### config.mk
export PLATFORM = sky130hd
export DESIGN_NAME = rv_bpred_unit
export DESIGN_NICKNAME = d
export VERILOG_FILES = /design/src/rv_isa_pkg.sv /design/src/rv_bpred_pkg.sv /design/src/rv_branch_decode.sv /design/src/rv_branch_execute.sv /design/src/rv_bpred_ex.sv /design/src/rv_btb.sv /design/src/rv_bpred_mem.sv /design/src/rv_bpred_unit.sv
export SDC_FILE = /design/constraint.sdc
export NUM_CORES = 1
export LEC_CHECK = 0
export ABC_CLOCK_PERIOD_IN_PS = 3600
export BUFFER_PORTS_ARGS = -buffer_cell sky130_fd_sc_hd__clkbuf_2
export CORE_MARGIN = 4
export CORE_UTILIZATION = 40
export CTS_BUF_LIST = sky130_fd_sc_hd__clkbuf_2
export DETAILED_ROUTE_END_ITERATION = 8
export PLACE_DENSITY = 0.55
export SYNTH_ARGS = -nofsm -noshare
export SYNTH_HDL_FRONTEND = slang
export SYNTH_SLANG_ARGS = --single-unit
### constraint.sdc
create_clock -name clk -period 3.6 [get_ports clk]
set_clock_uncertainty 0.05 [all_clocks]
set_input_delay 0.36 -clock clk [delete_from_list [all_inputs] [get_ports clk]]
set_output_delay 0.36 -clock clk [all_outputs]
set_load 0.005 [all_outputs]
### src/rv_isa_pkg.sv
package rv_isa_pkg;

  // Major opcodes of the control transfer instructions
  localparam logic [6:0] OPC_BRANCH = 7'b1100011;
  localparam logic [6:0] OPC_JAL    = 7'b1101111;
  localparam logic [6:0] OPC_JALR   = 7'b1100111;

  // Branch condition codes in funct3
  localparam logic [2:0] F3_BEQ  = 3'b000;
  localparam logic [2:0] F3_BNE  = 3'b001;
  // Signed compares
  localparam logic [2:0] F3_BLT  = 3'b100;
  localparam logic [2:0] F3_BGE  = 3'b101;
  // Unsigned compares
  localparam logic [2:0] F3_BLTU = 3'b110;
  localparam logic [2:0] F3_BGEU = 3'b111;

  // Control-flow kind of an instruction in EX
  // CF_NONE covers every non-control opcode
  typedef enum logic [1:0] {
    // Plain instruction, falls through
    CF_NONE   = 2'd0,
    // Conditional branch, B-type immediate
    CF_BRANCH = 2'd1,
    // Direct jump, J-type immediate
    CF_JAL    = 2'd2,
    // Register indirect jump, I-type immediate
    CF_JALR   = 2'd3
  } cf_kind_t;

endpackage

### src/rv_bpred_pkg.sv
package rv_bpred_pkg;

  // Two-bit saturating direction counter
  typedef logic [1:0] ctr_t;

  // Counter states, ordered so that increment means more taken
  // Strongly not taken
  localparam ctr_t CTR_SNT = 2'b00;
  // Weakly not taken
  localparam ctr_t CTR_WNT = 2'b01;
  // Weakly taken
  localparam ctr_t CTR_WT  = 2'b10;
  // Strongly taken
  localparam ctr_t CTR_ST  = 2'b11;

  // Default BTB size is 2**4 = 16 entries
  localparam int BTB_IDX_BITS_DEFAULT = 4;

endpackage

### src/rv_branch_decode.sv
`timescale 1ns/1ps

module rv_branch_decode #(
  parameter int XLEN = 32
) (
  input  logic [31:0]          instr,
  output rv_isa_pkg::cf_kind_t cf_kind,
  output logic [4:0]           rd,
  output logic [2:0]           funct3,
  output logic [XLEN-1:0]      imm
);

  logic [6:0]      opcode;
  logic [XLEN-1:0] imm_b;
  logic [XLEN-1:0] imm_j;
  logic [XLEN-1:0] imm_i;

  // Fixed instruction fields
  assign opcode = instr[6:0];
  assign rd     = instr[11:7];
  assign funct3 = instr[14:12];

  // B-type immediate, bit 0 always zero
  // imm[12|10:5] in [31:25], imm[4:1|11] in [11:7]
  assign imm_b = {{(XLEN-12){instr[31]}}, instr[7], instr[30:25], instr[11:8], 1'b0};

  // J-type immediate, +/- 1 MiB range
  assign imm_j = {{(XLEN-20){instr[31]}}, instr[19:12], instr[20], instr[30:21], 1'b0};

  // I-type immediate used by JALR
  assign imm_i = {{(XLEN-11){instr[31]}}, instr[30:20]};

  // Classify by major opcode only
  always_comb begin
    cf_kind = rv_isa_pkg::CF_NONE;
    imm     = '0;
    case (opcode)
      rv_isa_pkg::OPC_BRANCH: begin
        cf_kind = rv_isa_pkg::CF_BRANCH;
        imm     = imm_b;
      end
      rv_isa_pkg::OPC_JAL: begin
        cf_kind = rv_isa_pkg::CF_JAL;
        imm     = imm_j;
      end
      rv_isa_pkg::OPC_JALR: begin
        cf_kind = rv_isa_pkg::CF_JALR;
        imm     = imm_i;
      end
      default: begin
        // Not a control transfer, immediate is don't care
        cf_kind = rv_isa_pkg::CF_NONE;
        imm     = '0;
      end
    endcase
  end

endmodule

### src/rv_branch_execute.sv
`timescale 1ns/1ps

module rv_branch_execute #(
  parameter int XLEN = 32
) (
  input  rv_isa_pkg::cf_kind_t cf_kind,
  input  logic [2:0]           funct3,
  input  logic [XLEN-1:0]      imm,
  input  logic [XLEN-1:0]      pc,
  input  logic [XLEN-1:0]      rs1,
  input  logic [XLEN-1:0]      rs2,
  output logic                 actual_taken,
  output logic [XLEN-1:0]      actual_target,
  output logic [XLEN-1:0]      pc_plus4
);

  logic            cond_true;
  logic [XLEN-1:0] pc_rel_target;
  logic [XLEN-1:0] reg_target;

  // Fall-through address of the instruction
  assign pc_plus4 = pc + XLEN'(4);

  // PC relative target shared by branches and JAL
  assign pc_rel_target = pc + imm;

  // JALR target has bit 0 cleared by the ISA
  assign reg_target = (rs1 + imm) & ~XLEN'(1);

  // Branch condition from funct3
  always_comb begin
    case (funct3)
      rv_isa_pkg::F3_BEQ:  cond_true = (rs1 == rs2);
      rv_isa_pkg::F3_BNE:  cond_true = (rs1 != rs2);
      rv_isa_pkg::F3_BLT:  cond_true = ($signed(rs1) < $signed(rs2));
      rv_isa_pkg::F3_BGE:  cond_true = ($signed(rs1) >= $signed(rs2));
      rv_isa_pkg::F3_BLTU: cond_true = (rs1 < rs2);
      rv_isa_pkg::F3_BGEU: cond_true = (rs1 >= rs2);
      // Reserved encodings never branch
      default:             cond_true = 1'b0;
    endcase
  end

  // Outcome and target per control-flow kind
  always_comb begin
    case (cf_kind)
      rv_isa_pkg::CF_BRANCH: begin
        actual_taken  = cond_true;
        // Target kept even when not taken, BTB stores it for later
        actual_target = pc_rel_target;
      end
      rv_isa_pkg::CF_JAL: begin
        actual_taken  = 1'b1;
        actual_target = pc_rel_target;
      end
      rv_isa_pkg::CF_JALR: begin
        actual_taken  = 1'b1;
        actual_target = reg_target;
      end
      default: begin
        actual_taken  = 1'b0;
        actual_target = pc_plus4;
      end
    endcase
  end

endmodule

### src/rv_bpred_ex.sv
`timescale 1ns/1ps

module rv_bpred_ex #(
  parameter int XLEN       = 32,
  parameter int BTB_ENABLE = 1
) (
  input  logic                 valid,
  input  rv_isa_pkg::cf_kind_t cf_kind,
  input  logic [4:0]           rd,
  input  logic [XLEN-1:0]      pc,
  input  logic                 actual_taken,
  input  logic [XLEN-1:0]      actual_target,
  output logic                 btb_update_en,
  output logic [XLEN-1:0]      btb_update_pc,
  output logic [XLEN-1:0]      btb_update_target,
  output logic                 btb_update_taken,
  output logic                 btb_update_is_ret,
  output logic                 btb_update_is_jal
);

  if (BTB_ENABLE != 0) begin : g_update
    logic is_branch;
    logic is_jal;
    logic is_ret;

    assign is_branch = (cf_kind == rv_isa_pkg::CF_BRANCH);
    assign is_jal    = (cf_kind == rv_isa_pkg::CF_JAL);

    // Return or tail call: indirect jump that links nothing
    // Other JALRs have data dependent targets and stay out of the BTB
    assign is_ret = (cf_kind == rv_isa_pkg::CF_JALR) && (rd == 5'd0);

    // Train only on a valid slot holding a predictable kind
    assign btb_update_en     = valid && (is_branch || is_jal || is_ret);
    assign btb_update_pc     = pc;
    assign btb_update_target = actual_target;
    assign btb_update_is_ret = is_ret;
    assign btb_update_is_jal = is_jal;

    // Unconditional jumps always train toward taken
    assign btb_update_taken = (is_jal || is_ret) ? 1'b1 : actual_taken;

  end else begin : g_no_update
    // BTB never written, so every lookup misses
    assign btb_update_en     = 1'b0;
    assign btb_update_pc     = '0;
    assign btb_update_target = '0;
    assign btb_update_taken  = 1'b0;
    assign btb_update_is_ret = 1'b0;
    assign btb_update_is_jal = 1'b0;
  end

endmodule

### src/rv_btb.sv
`timescale 1ns/1ps

module rv_btb #(
  parameter int XLEN         = 32,
  parameter int BTB_IDX_BITS = 4
) (
  input  logic            clk,
  input  logic            arst_n,
  // Fetch lookup, combinational
  input  logic [XLEN-1:0] lookup_pc,
  output logic            hit,
  output logic            taken,
  output logic [XLEN-1:0] target,
  output logic            is_ret,
  // Training from EX, written at the clock edge
  input  logic            update_en,
  input  logic [XLEN-1:0] update_pc,
  input  logic [XLEN-1:0] update_target,
  input  logic            update_taken,
  input  logic            update_is_ret,
  input  logic            update_is_jal
);

  localparam int ENTRIES  = 1 << BTB_IDX_BITS;
  // Two low pc bits are always zero for 32-bit instructions
  localparam int TAG_BITS = XLEN - BTB_IDX_BITS - 2;

  // Control state
  logic [ENTRIES-1:0] valid_q;

  // Entry payload, no reset
  logic [TAG_BITS-1:0]     tag_mem    [ENTRIES];
  logic [XLEN-1:0]         target_mem [ENTRIES];
  rv_bpred_pkg::ctr_t      ctr_mem    [ENTRIES];
  logic [ENTRIES-1:0]      ret_mem;
  logic [ENTRIES-1:0]      jal_mem;

  logic [BTB_IDX_BITS-1:0] lk_idx;
  logic [TAG_BITS-1:0]     lk_tag;
  rv_bpred_pkg::ctr_t      lk_ctr;
  logic                    lk_ctr_taken;

  logic [BTB_IDX_BITS-1:0] upd_idx;
  logic [TAG_BITS-1:0]     upd_tag;
  logic                    upd_hit;
  rv_bpred_pkg::ctr_t      upd_ctr_cur;
  rv_bpred_pkg::ctr_t      upd_ctr_next;

  // Lookup
  assign lk_idx = lookup_pc[BTB_IDX_BITS+1:2];
  assign lk_tag = lookup_pc[XLEN-1:BTB_IDX_BITS+2];
  assign lk_ctr = ctr_mem[lk_idx];

  // Upper half of the counter range predicts taken
  assign lk_ctr_taken = (lk_ctr == rv_bpred_pkg::CTR_WT) || (lk_ctr == rv_bpred_pkg::CTR_ST);

  assign hit    = valid_q[lk_idx] && (tag_mem[lk_idx] == lk_tag);
  // Jumps are taken whatever the counter says
  assign taken  = hit && (jal_mem[lk_idx] || ret_mem[lk_idx] || lk_ctr_taken);
  assign target = target_mem[lk_idx];
  assign is_ret = hit && ret_mem[lk_idx];

  // Update side decode
  assign upd_idx     = update_pc[BTB_IDX_BITS+1:2];
  assign upd_tag     = update_pc[XLEN-1:BTB_IDX_BITS+2];
  assign upd_hit     = valid_q[upd_idx] && (tag_mem[upd_idx] == upd_tag);
  assign upd_ctr_cur = ctr_mem[upd_idx];

  // Next counter value
  always_comb begin
    if (update_is_jal || update_is_ret) begin
      upd_ctr_next = rv_bpred_pkg::CTR_ST;
    end else if (!upd_hit) begin
      // Fresh allocation starts weak, in the observed direction
      upd_ctr_next = update_taken ? rv_bpred_pkg::CTR_WT : rv_bpred_pkg::CTR_WNT;
    end else if (update_taken) begin
      // Saturate at strongly taken
      upd_ctr_next = (upd_ctr_cur == rv_bpred_pkg::CTR_ST) ?
                     upd_ctr_cur : rv_bpred_pkg::ctr_t'(upd_ctr_cur + 2'd1);
    end else begin
      // Saturate at strongly not taken
      upd_ctr_next = (upd_ctr_cur == rv_bpred_pkg::CTR_SNT) ?
                     upd_ctr_cur : rv_bpred_pkg::ctr_t'(upd_ctr_cur - 2'd1);
    end
  end

  // Valid bits, cleared asynchronously
  always_ff @(posedge clk or negedge arst_n) begin
    if (!arst_n) begin
      valid_q <= '0;
    end else if (update_en) begin
      valid_q[upd_idx] <= 1'b1;
    end
  end

  // Payload write, a tag miss simply overwrites the old entry
  always_ff @(posedge clk) begin
    if (update_en) begin
      tag_mem[upd_idx]    <= upd_tag;
      target_mem[upd_idx] <= update_target;
      ctr_mem[upd_idx]    <= upd_ctr_next;
      ret_mem[upd_idx]    <= update_is_ret;
      jal_mem[upd_idx]    <= update_is_jal;
    end
  end

endmodule

### src/rv_bpred_mem.sv
`timescale 1ns/1ps

module rv_bpred_mem #(
  parameter int XLEN = 32
) (
  input  logic            clk,
  input  logic            arst_n,
  // Resolution and prediction from EX
  input  logic            ex_valid,
  input  logic            actual_taken,
  input  logic [XLEN-1:0] actual_target,
  input  logic [XLEN-1:0] pc_plus4,
  input  logic            pred_taken,
  input  logic [XLEN-1:0] pred_target,
  // MEM result, one cycle after EX
  output logic            mem_valid,
  output logic            mem_mispredict,
  output logic [XLEN-1:0] mem_redirect_pc
);

  logic            valid_q;
  logic            actual_taken_q;
  logic [XLEN-1:0] actual_target_q;
  logic [XLEN-1:0] pc_plus4_q;
  logic            pred_taken_q;
  logic [XLEN-1:0] pred_target_q;

  logic            dir_wrong;
  logic            target_wrong;

  // Slot valid bit
  always_ff @(posedge clk or negedge arst_n) begin
    if (!arst_n) begin
      valid_q <= 1'b0;
    end else begin
      valid_q <= ex_valid;
    end
  end

  // EX payload captured every cycle
  always_ff @(posedge clk) begin
    actual_taken_q  <= actual_taken;
    actual_target_q <= actual_target;
    pc_plus4_q      <= pc_plus4;
    pred_taken_q    <= pred_taken;
    pred_target_q   <= pred_target;
  end

  // Compare after the register, away from the EX adders
  assign dir_wrong    = (actual_taken_q != pred_taken_q);
  // Right direction but wrong place
  assign target_wrong = actual_taken_q && pred_taken_q && (actual_target_q != pred_target_q);

  assign mem_valid       = valid_q;
  assign mem_mispredict  = valid_q && (dir_wrong || target_wrong);
  // Not taken resumes at the fall-through
  assign mem_redirect_pc = actual_taken_q ? actual_target_q : pc_plus4_q;

endmodule

### src/rv_bpred_unit.sv
`timescale 1ns/1ps

module rv_bpred_unit #(
  parameter int XLEN         = 32,
  parameter int BTB_IDX_BITS = rv_bpred_pkg::BTB_IDX_BITS_DEFAULT,
  parameter int BTB_ENABLE   = 1
) (
  input  logic            clk,
  input  logic            arst_n,
  // Fetch prediction
  input  logic [XLEN-1:0] fetch_pc,
  output logic            pred_hit,
  output logic            pred_taken,
  output logic [XLEN-1:0] pred_target,
  output logic            pred_is_ret,
  // EX slot
  input  logic            ex_valid,
  input  logic [31:0]     ex_instr,
  input  logic [XLEN-1:0] ex_pc,
  input  logic [XLEN-1:0] ex_rs1,
  input  logic [XLEN-1:0] ex_rs2,
  input  logic            ex_pred_taken,
  input  logic [XLEN-1:0] ex_pred_target,
  // MEM result
  output logic            mem_valid,
  output logic            mem_mispredict,
  output logic [XLEN-1:0] mem_redirect_pc
);

  // Decode results
  rv_isa_pkg::cf_kind_t cf_kind;
  logic [4:0]           rd;
  logic [2:0]           funct3;
  logic [XLEN-1:0]      imm;

  // Resolved outcome
  logic                 actual_taken;
  logic [XLEN-1:0]      actual_target;
  logic [XLEN-1:0]      pc_plus4;

  // BTB training
  logic                 btb_update_en;
  logic [XLEN-1:0]      btb_update_pc;
  logic [XLEN-1:0]      btb_update_target;
  logic                 btb_update_taken;
  logic                 btb_update_is_ret;
  logic                 btb_update_is_jal;

  rv_branch_decode #(
    .XLEN(XLEN)
  ) rv_branch_decode_i (
    .instr  (ex_instr),
    .cf_kind(cf_kind),
    .rd     (rd),
    .funct3 (funct3),
    .imm    (imm)
  );

  rv_branch_execute #(
    .XLEN(XLEN)
  ) rv_branch_execute_i (
    .cf_kind      (cf_kind),
    .funct3       (funct3),
    .imm          (imm),
    .pc           (ex_pc),
    .rs1          (ex_rs1),
    .rs2          (ex_rs2),
    .actual_taken (actual_taken),
    .actual_target(actual_target),
    .pc_plus4     (pc_plus4)
  );

  rv_bpred_ex #(
    .XLEN      (XLEN),
    .BTB_ENABLE(BTB_ENABLE)
  ) rv_bpred_ex_i (
    .valid            (ex_valid),
    .cf_kind          (cf_kind),
    .rd               (rd),
    .pc               (ex_pc),
    .actual_taken     (actual_taken),
    .actual_target    (actual_target),
    .btb_update_en    (btb_update_en),
    .btb_update_pc    (btb_update_pc),
    .btb_update_target(btb_update_target),
    .btb_update_taken (btb_update_taken),
    .btb_update_is_ret(btb_update_is_ret),
    .btb_update_is_jal(btb_update_is_jal)
  );

  rv_btb #(
    .XLEN        (XLEN),
    .BTB_IDX_BITS(BTB_IDX_BITS)
  ) rv_btb_i (
    .clk          (clk),
    .arst_n       (arst_n),
    .lookup_pc    (fetch_pc),
    .hit          (pred_hit),
    .taken        (pred_taken),
    .target       (pred_target),
    .is_ret       (pred_is_ret),
    .update_en    (btb_update_en),
    .update_pc    (btb_update_pc),
    .update_target(btb_update_target),
    .update_taken (btb_update_taken),
    .update_is_ret(btb_update_is_ret),
    .update_is_jal(btb_update_is_jal)
  );

  rv_bpred_mem #(
    .XLEN(XLEN)
  ) rv_bpred_mem_i (
    .clk            (clk),
    .arst_n         (arst_n),
    .ex_valid       (ex_valid),
    .actual_taken   (actual_taken),
    .actual_target  (actual_target),
    .pc_plus4       (pc_plus4),
    .pred_taken     (ex_pred_taken),
    .pred_target    (ex_pred_target),
    .mem_valid      (mem_valid),
    .mem_mispredict (mem_mispredict),
    .mem_redirect_pc(mem_redirect_pc)
  );

endmodule

==> run summary <==
Number of synthesized flops with an enable pin: 992
Worst slack, placed: -1210 ps
DRC: 0
Clock Root Buffer: clkbuf_2
Max frequency: 0.206 GHz
VDD IR-drop max: 0.304 mV
Crit path DAT: 4450 ps
Fin Setup TNS: -4020 ps
Later-pin clock latency in the skew report: 1600 ps
Sequential area share after synthesis: 63.7%
Design Area, Final: 65,800 um2
Unrepaired setup endpoints after global routing: true
CTS clk-pin slew, worst paths: 100 ps
CP cell instances: mux4_2 -> mux4_2 -> xnor2_1 -> nand4_1 -> nor3_1 -> nand4_1 -> buf_6 -> a311oi_2 -> buf_4 -> buf_6
DRT Pass-1 Iters: 6
Clock period minus final worst setup slack: 4860 ps
Hold Slack: 154 ps
Yosys warnings: 0
Total power: 25.6 mW
Cell area after synthesis: 50,500 um2
Worst Max-Slew Pin Slew: 1080 ps
Routed wire length: 170 mm
Global-route wire length before repair: 245 mm
Worst setup SP type: register
H-tree depth: 5
IO Count: 265
FP Rows: 130
Total GRT Usage: 25.8%
Cell count after synthesis: 2,825
Failing checks: negative setup slack
Yosys reg bits: 1,107
Setup-failing EPs final: 19
Outcome: finished with violations
CP max FO: 2
Routed vias: 34,225
Worst path max stage delay: 510 ps
Die W: 363 um
Initial DRC count: 3,181
P per Cell Area: 390 nW/um2
CP delay by family, top: multiplexers
Chip height: 363 um
Max-Cap Viols: 0
DP Area: 60,100 um2
Tcrit/Tclk final: 135%
Via/cell ratio: 5.66
Die ar.: 132,000 um2
Share of cells above drive strength 1: 43.6%
GRT overflow: 0
CTS buffer count: 302
Gpl congestion: 0.950
Core footprint: 126,000 um2
Drt wl/cell: 28.1 um
Library cells used by synthesis: 92
Max-slew violation count: 0
CTS sink count: 1,107
Input/output buffers: 262
Initial antenna violation count: 5
Vias in the first global route: 35,931
DRT antenna net count: 0
Post-route setup slack: -1260 ps
Asr flop ratio synth: 1.54%
Setup crit end kind: output port
Initial Util: 40.2%
Hold Vio Cnt, Final: 0
Clock tree from TritonCTS: built
Leak pwr: 24.7 nW
Layout Nets: 4,484
Syn_nets: 3,125
Max_slew headroom: 28.2%
Critical path class: reg -> out
Crit path required time: 3190 ps
Area grow syn2layout: 30.2%
Clk buf depth: 4
Synth Flop Type: edfxtp_1
Syn avg cell area: 17.9 um2
Post-DP HPWL: 118 mm
Critical Path Slowest Stage Cell: mux4_2
Hold crit path type: in -> reg
CP Buf/Inv Count: 3
Largest net degree at the start of global routing: 133
## worst paths after layout
check / start / to / slack (ps) / cells past startpoint
min in group asynchronous: arst_n / rv_bpred_mem_i.mem_valid / 260 / 5
max: rv_btb_i.tag_mem[9][3] / pred_taken / -1260 / 10
min: ex_pc[11] / rv_btb_i.tag_mem[4][5] / 150 / 3
max reg2reg: rv_btb_i.tag_mem[4][11] / rv_btb_i.ctr_mem[10][1] / 160 / 11
min reg2reg: rv_btb_i.valid_q[7] / rv_btb_i.valid_q[7] / 450 / 1
max in group asynchronous: arst_n / rv_btb_i.valid_q[9] / 2990 / 5
## sequential cells by signal, summed over array words and instances, names as in the netlist
register,flops
rv_bpred_mem_i.pred_target_q,32
rv_bpred_mem_i.pc_plus4_q,32
rv_btb_i.jal_mem,16
rv_bpred_mem_i.actual_taken_q,1
rv_bpred_mem_i.actual_target_q,32
rv_bpred_mem_i.mem_valid,1
rv_btb_i.tag_mem,416
rv_btb_i.target_mem,512
rv_btb_i.ctr_mem,32
rv_btb_i.ret_mem,16
rv_btb_i.valid_q,16
rv_bpred_mem_i.pred_taken_q,1
## synthesized netlist by cell type (13+ instances only)
| master | instances | area [um2] |
|---|---|---|
| a211oi_1 | 14 | 105 |
| a21o_1 | 39 | 293 |
| a21oi_1 | 81 | 405 |
| a221oi_1 | 13 | 114 |
| a22oi_1 | 14 | 105 |
| and2_1 | 15 | 93.8 |
| and3_1 | 22 | 138 |
| buf_1 | 18 | 67.6 |
| buf_2 | 40 | 200 |
| clkbuf_1 | 61 | 229 |
| dfrtp_1 | 17 | 425 |
| dfxtp_1 | 98 | 1960 |
| edfxtp_1 | 992 | 29800 |
| ha_1 | 102 | 1280 |
| inv_1 | 71 | 267 |
| mux2_2 | 42 | 473 |
| mux2i_1 | 29 | 290 |
| mux4_2 | 411 | 9260 |
| nand2_1 | 96 | 360 |
| nand3_1 | 30 | 150 |
| nand4_1 | 30 | 188 |
| nor2_1 | 104 | 390 |
| nor2b_1 | 14 | 87.6 |
| nor3_1 | 24 | 120 |
| nor4_1 | 13 | 81.3 |
| o21a_1 | 17 | 128 |
| o21ai_0 | 51 | 255 |
| o22ai_1 | 13 | 81.3 |
| or2_2 | 17 | 106 |
| xnor2_1 | 122 | 1070 |
| xor2_1 | 38 | 333 |
## area by class of cell
type,count,area (um2)
Antenna cell,16,40.0
Clock buffer,419,2100
Timing Repair Buffer,1194,10800
Clock inverter,81,448
Sequential cell,1107,32200
Multi-Input combinational cell,1506,17800
Tap cell,1650,2060
Fill cell,10484,59800
Inverter,73,274
## report_power, final
part / internal [mW] / total (mW) / leakage [nW] / switching (mW)
Clock: 3.47 / 8.57 / 1.97 / 5.10
Combinational: 1.44 / 2.94 / 12.7 / 1.50
Sequential: 14.1 / 14.1 / 9.98 / 0.0606
## layer usage
| metal | share of wire (%) | track usage, % | up-vias |
|---|---|---|---|
| li1 | - | - | 14547 |
| met1 | 41 | 34.5 | 17670 |
| met2 | 49 | 42.4 | 1651 |
| met3 | 7.1 | 4.21 | 357 |
| met4 | 3.8 | 9.96 | 0 |
| met5 | 0 | 0 | - |
## logic make-up (layout without fill, tap and decap cells)
group                      Yosys count  in the layout  synth area share [%]
DFF                               1107           1107                  63.7
adders and majority gates          104            104                  2.61
other                                0             16                     0
AOI/OAI and AO/OA                  349            349                  4.81
and+or+nand+nor                    405            405                  4.01
muxes                              488            488                  20.1
xor gates and xnor gates           160            160                  2.77
buffers and inverters              212           1767                  1.95
## placed cells by master, fill, tap and decap left out, types with 11 or more instances in the layout
cell	n
a211oi_1	12
a22oi_1	13
a21o_1	39
nor2_1	88
o21a_1	15
o21ai_0	43
dlygate4sd3_1	271
o22ai_1	13
dfxtp_1	94
clkbuf_2	667
dfrtp_1	17
inv_1	70
nand2_1	90
nor3_1	19
or2_2	17
buf_12	140
xnor2_1	114
ha_1	101
edfxtp_1	992
and3_1	22
mux2i_1	29
and2_1	15
a21oi_1	78
nor2_4	13
nand4_1	30
nor4_1	11
nand3_1	30
diode_2	16
buf_6	11
nor2b_1	13
clkinv_1	61
xor2_1	35
mux2_2	42
buf_4	513
mux4_2	411
## worst min-delay path: stages
cell           delay, ps
dlygate4sd3_1        510
dlygate4sd3_1        550
clkbuf_2             190
## per-stage QoR
step / std cells / util (%)
floorplan: 2825 / -
global placement: 5252 / 47.8
detailed placement: 5252 / 47.8
CTS: 6026 / 52.1
global route: 6038 / 52.3
finish: 6046 / 52.4
## timing repair
item | CTS | global route
cloned | 0 | 0
endpoints found under the hold margin | 2116 | 51
pin swaps | 11 | 11
endpoints found under the setup margin | 74 | 492
resized for setup | 18 | 54
hold buffers | 273 | 8
buffers inserted | 1 | 2
No activity file was read; power rests on OpenSTA's default activity.
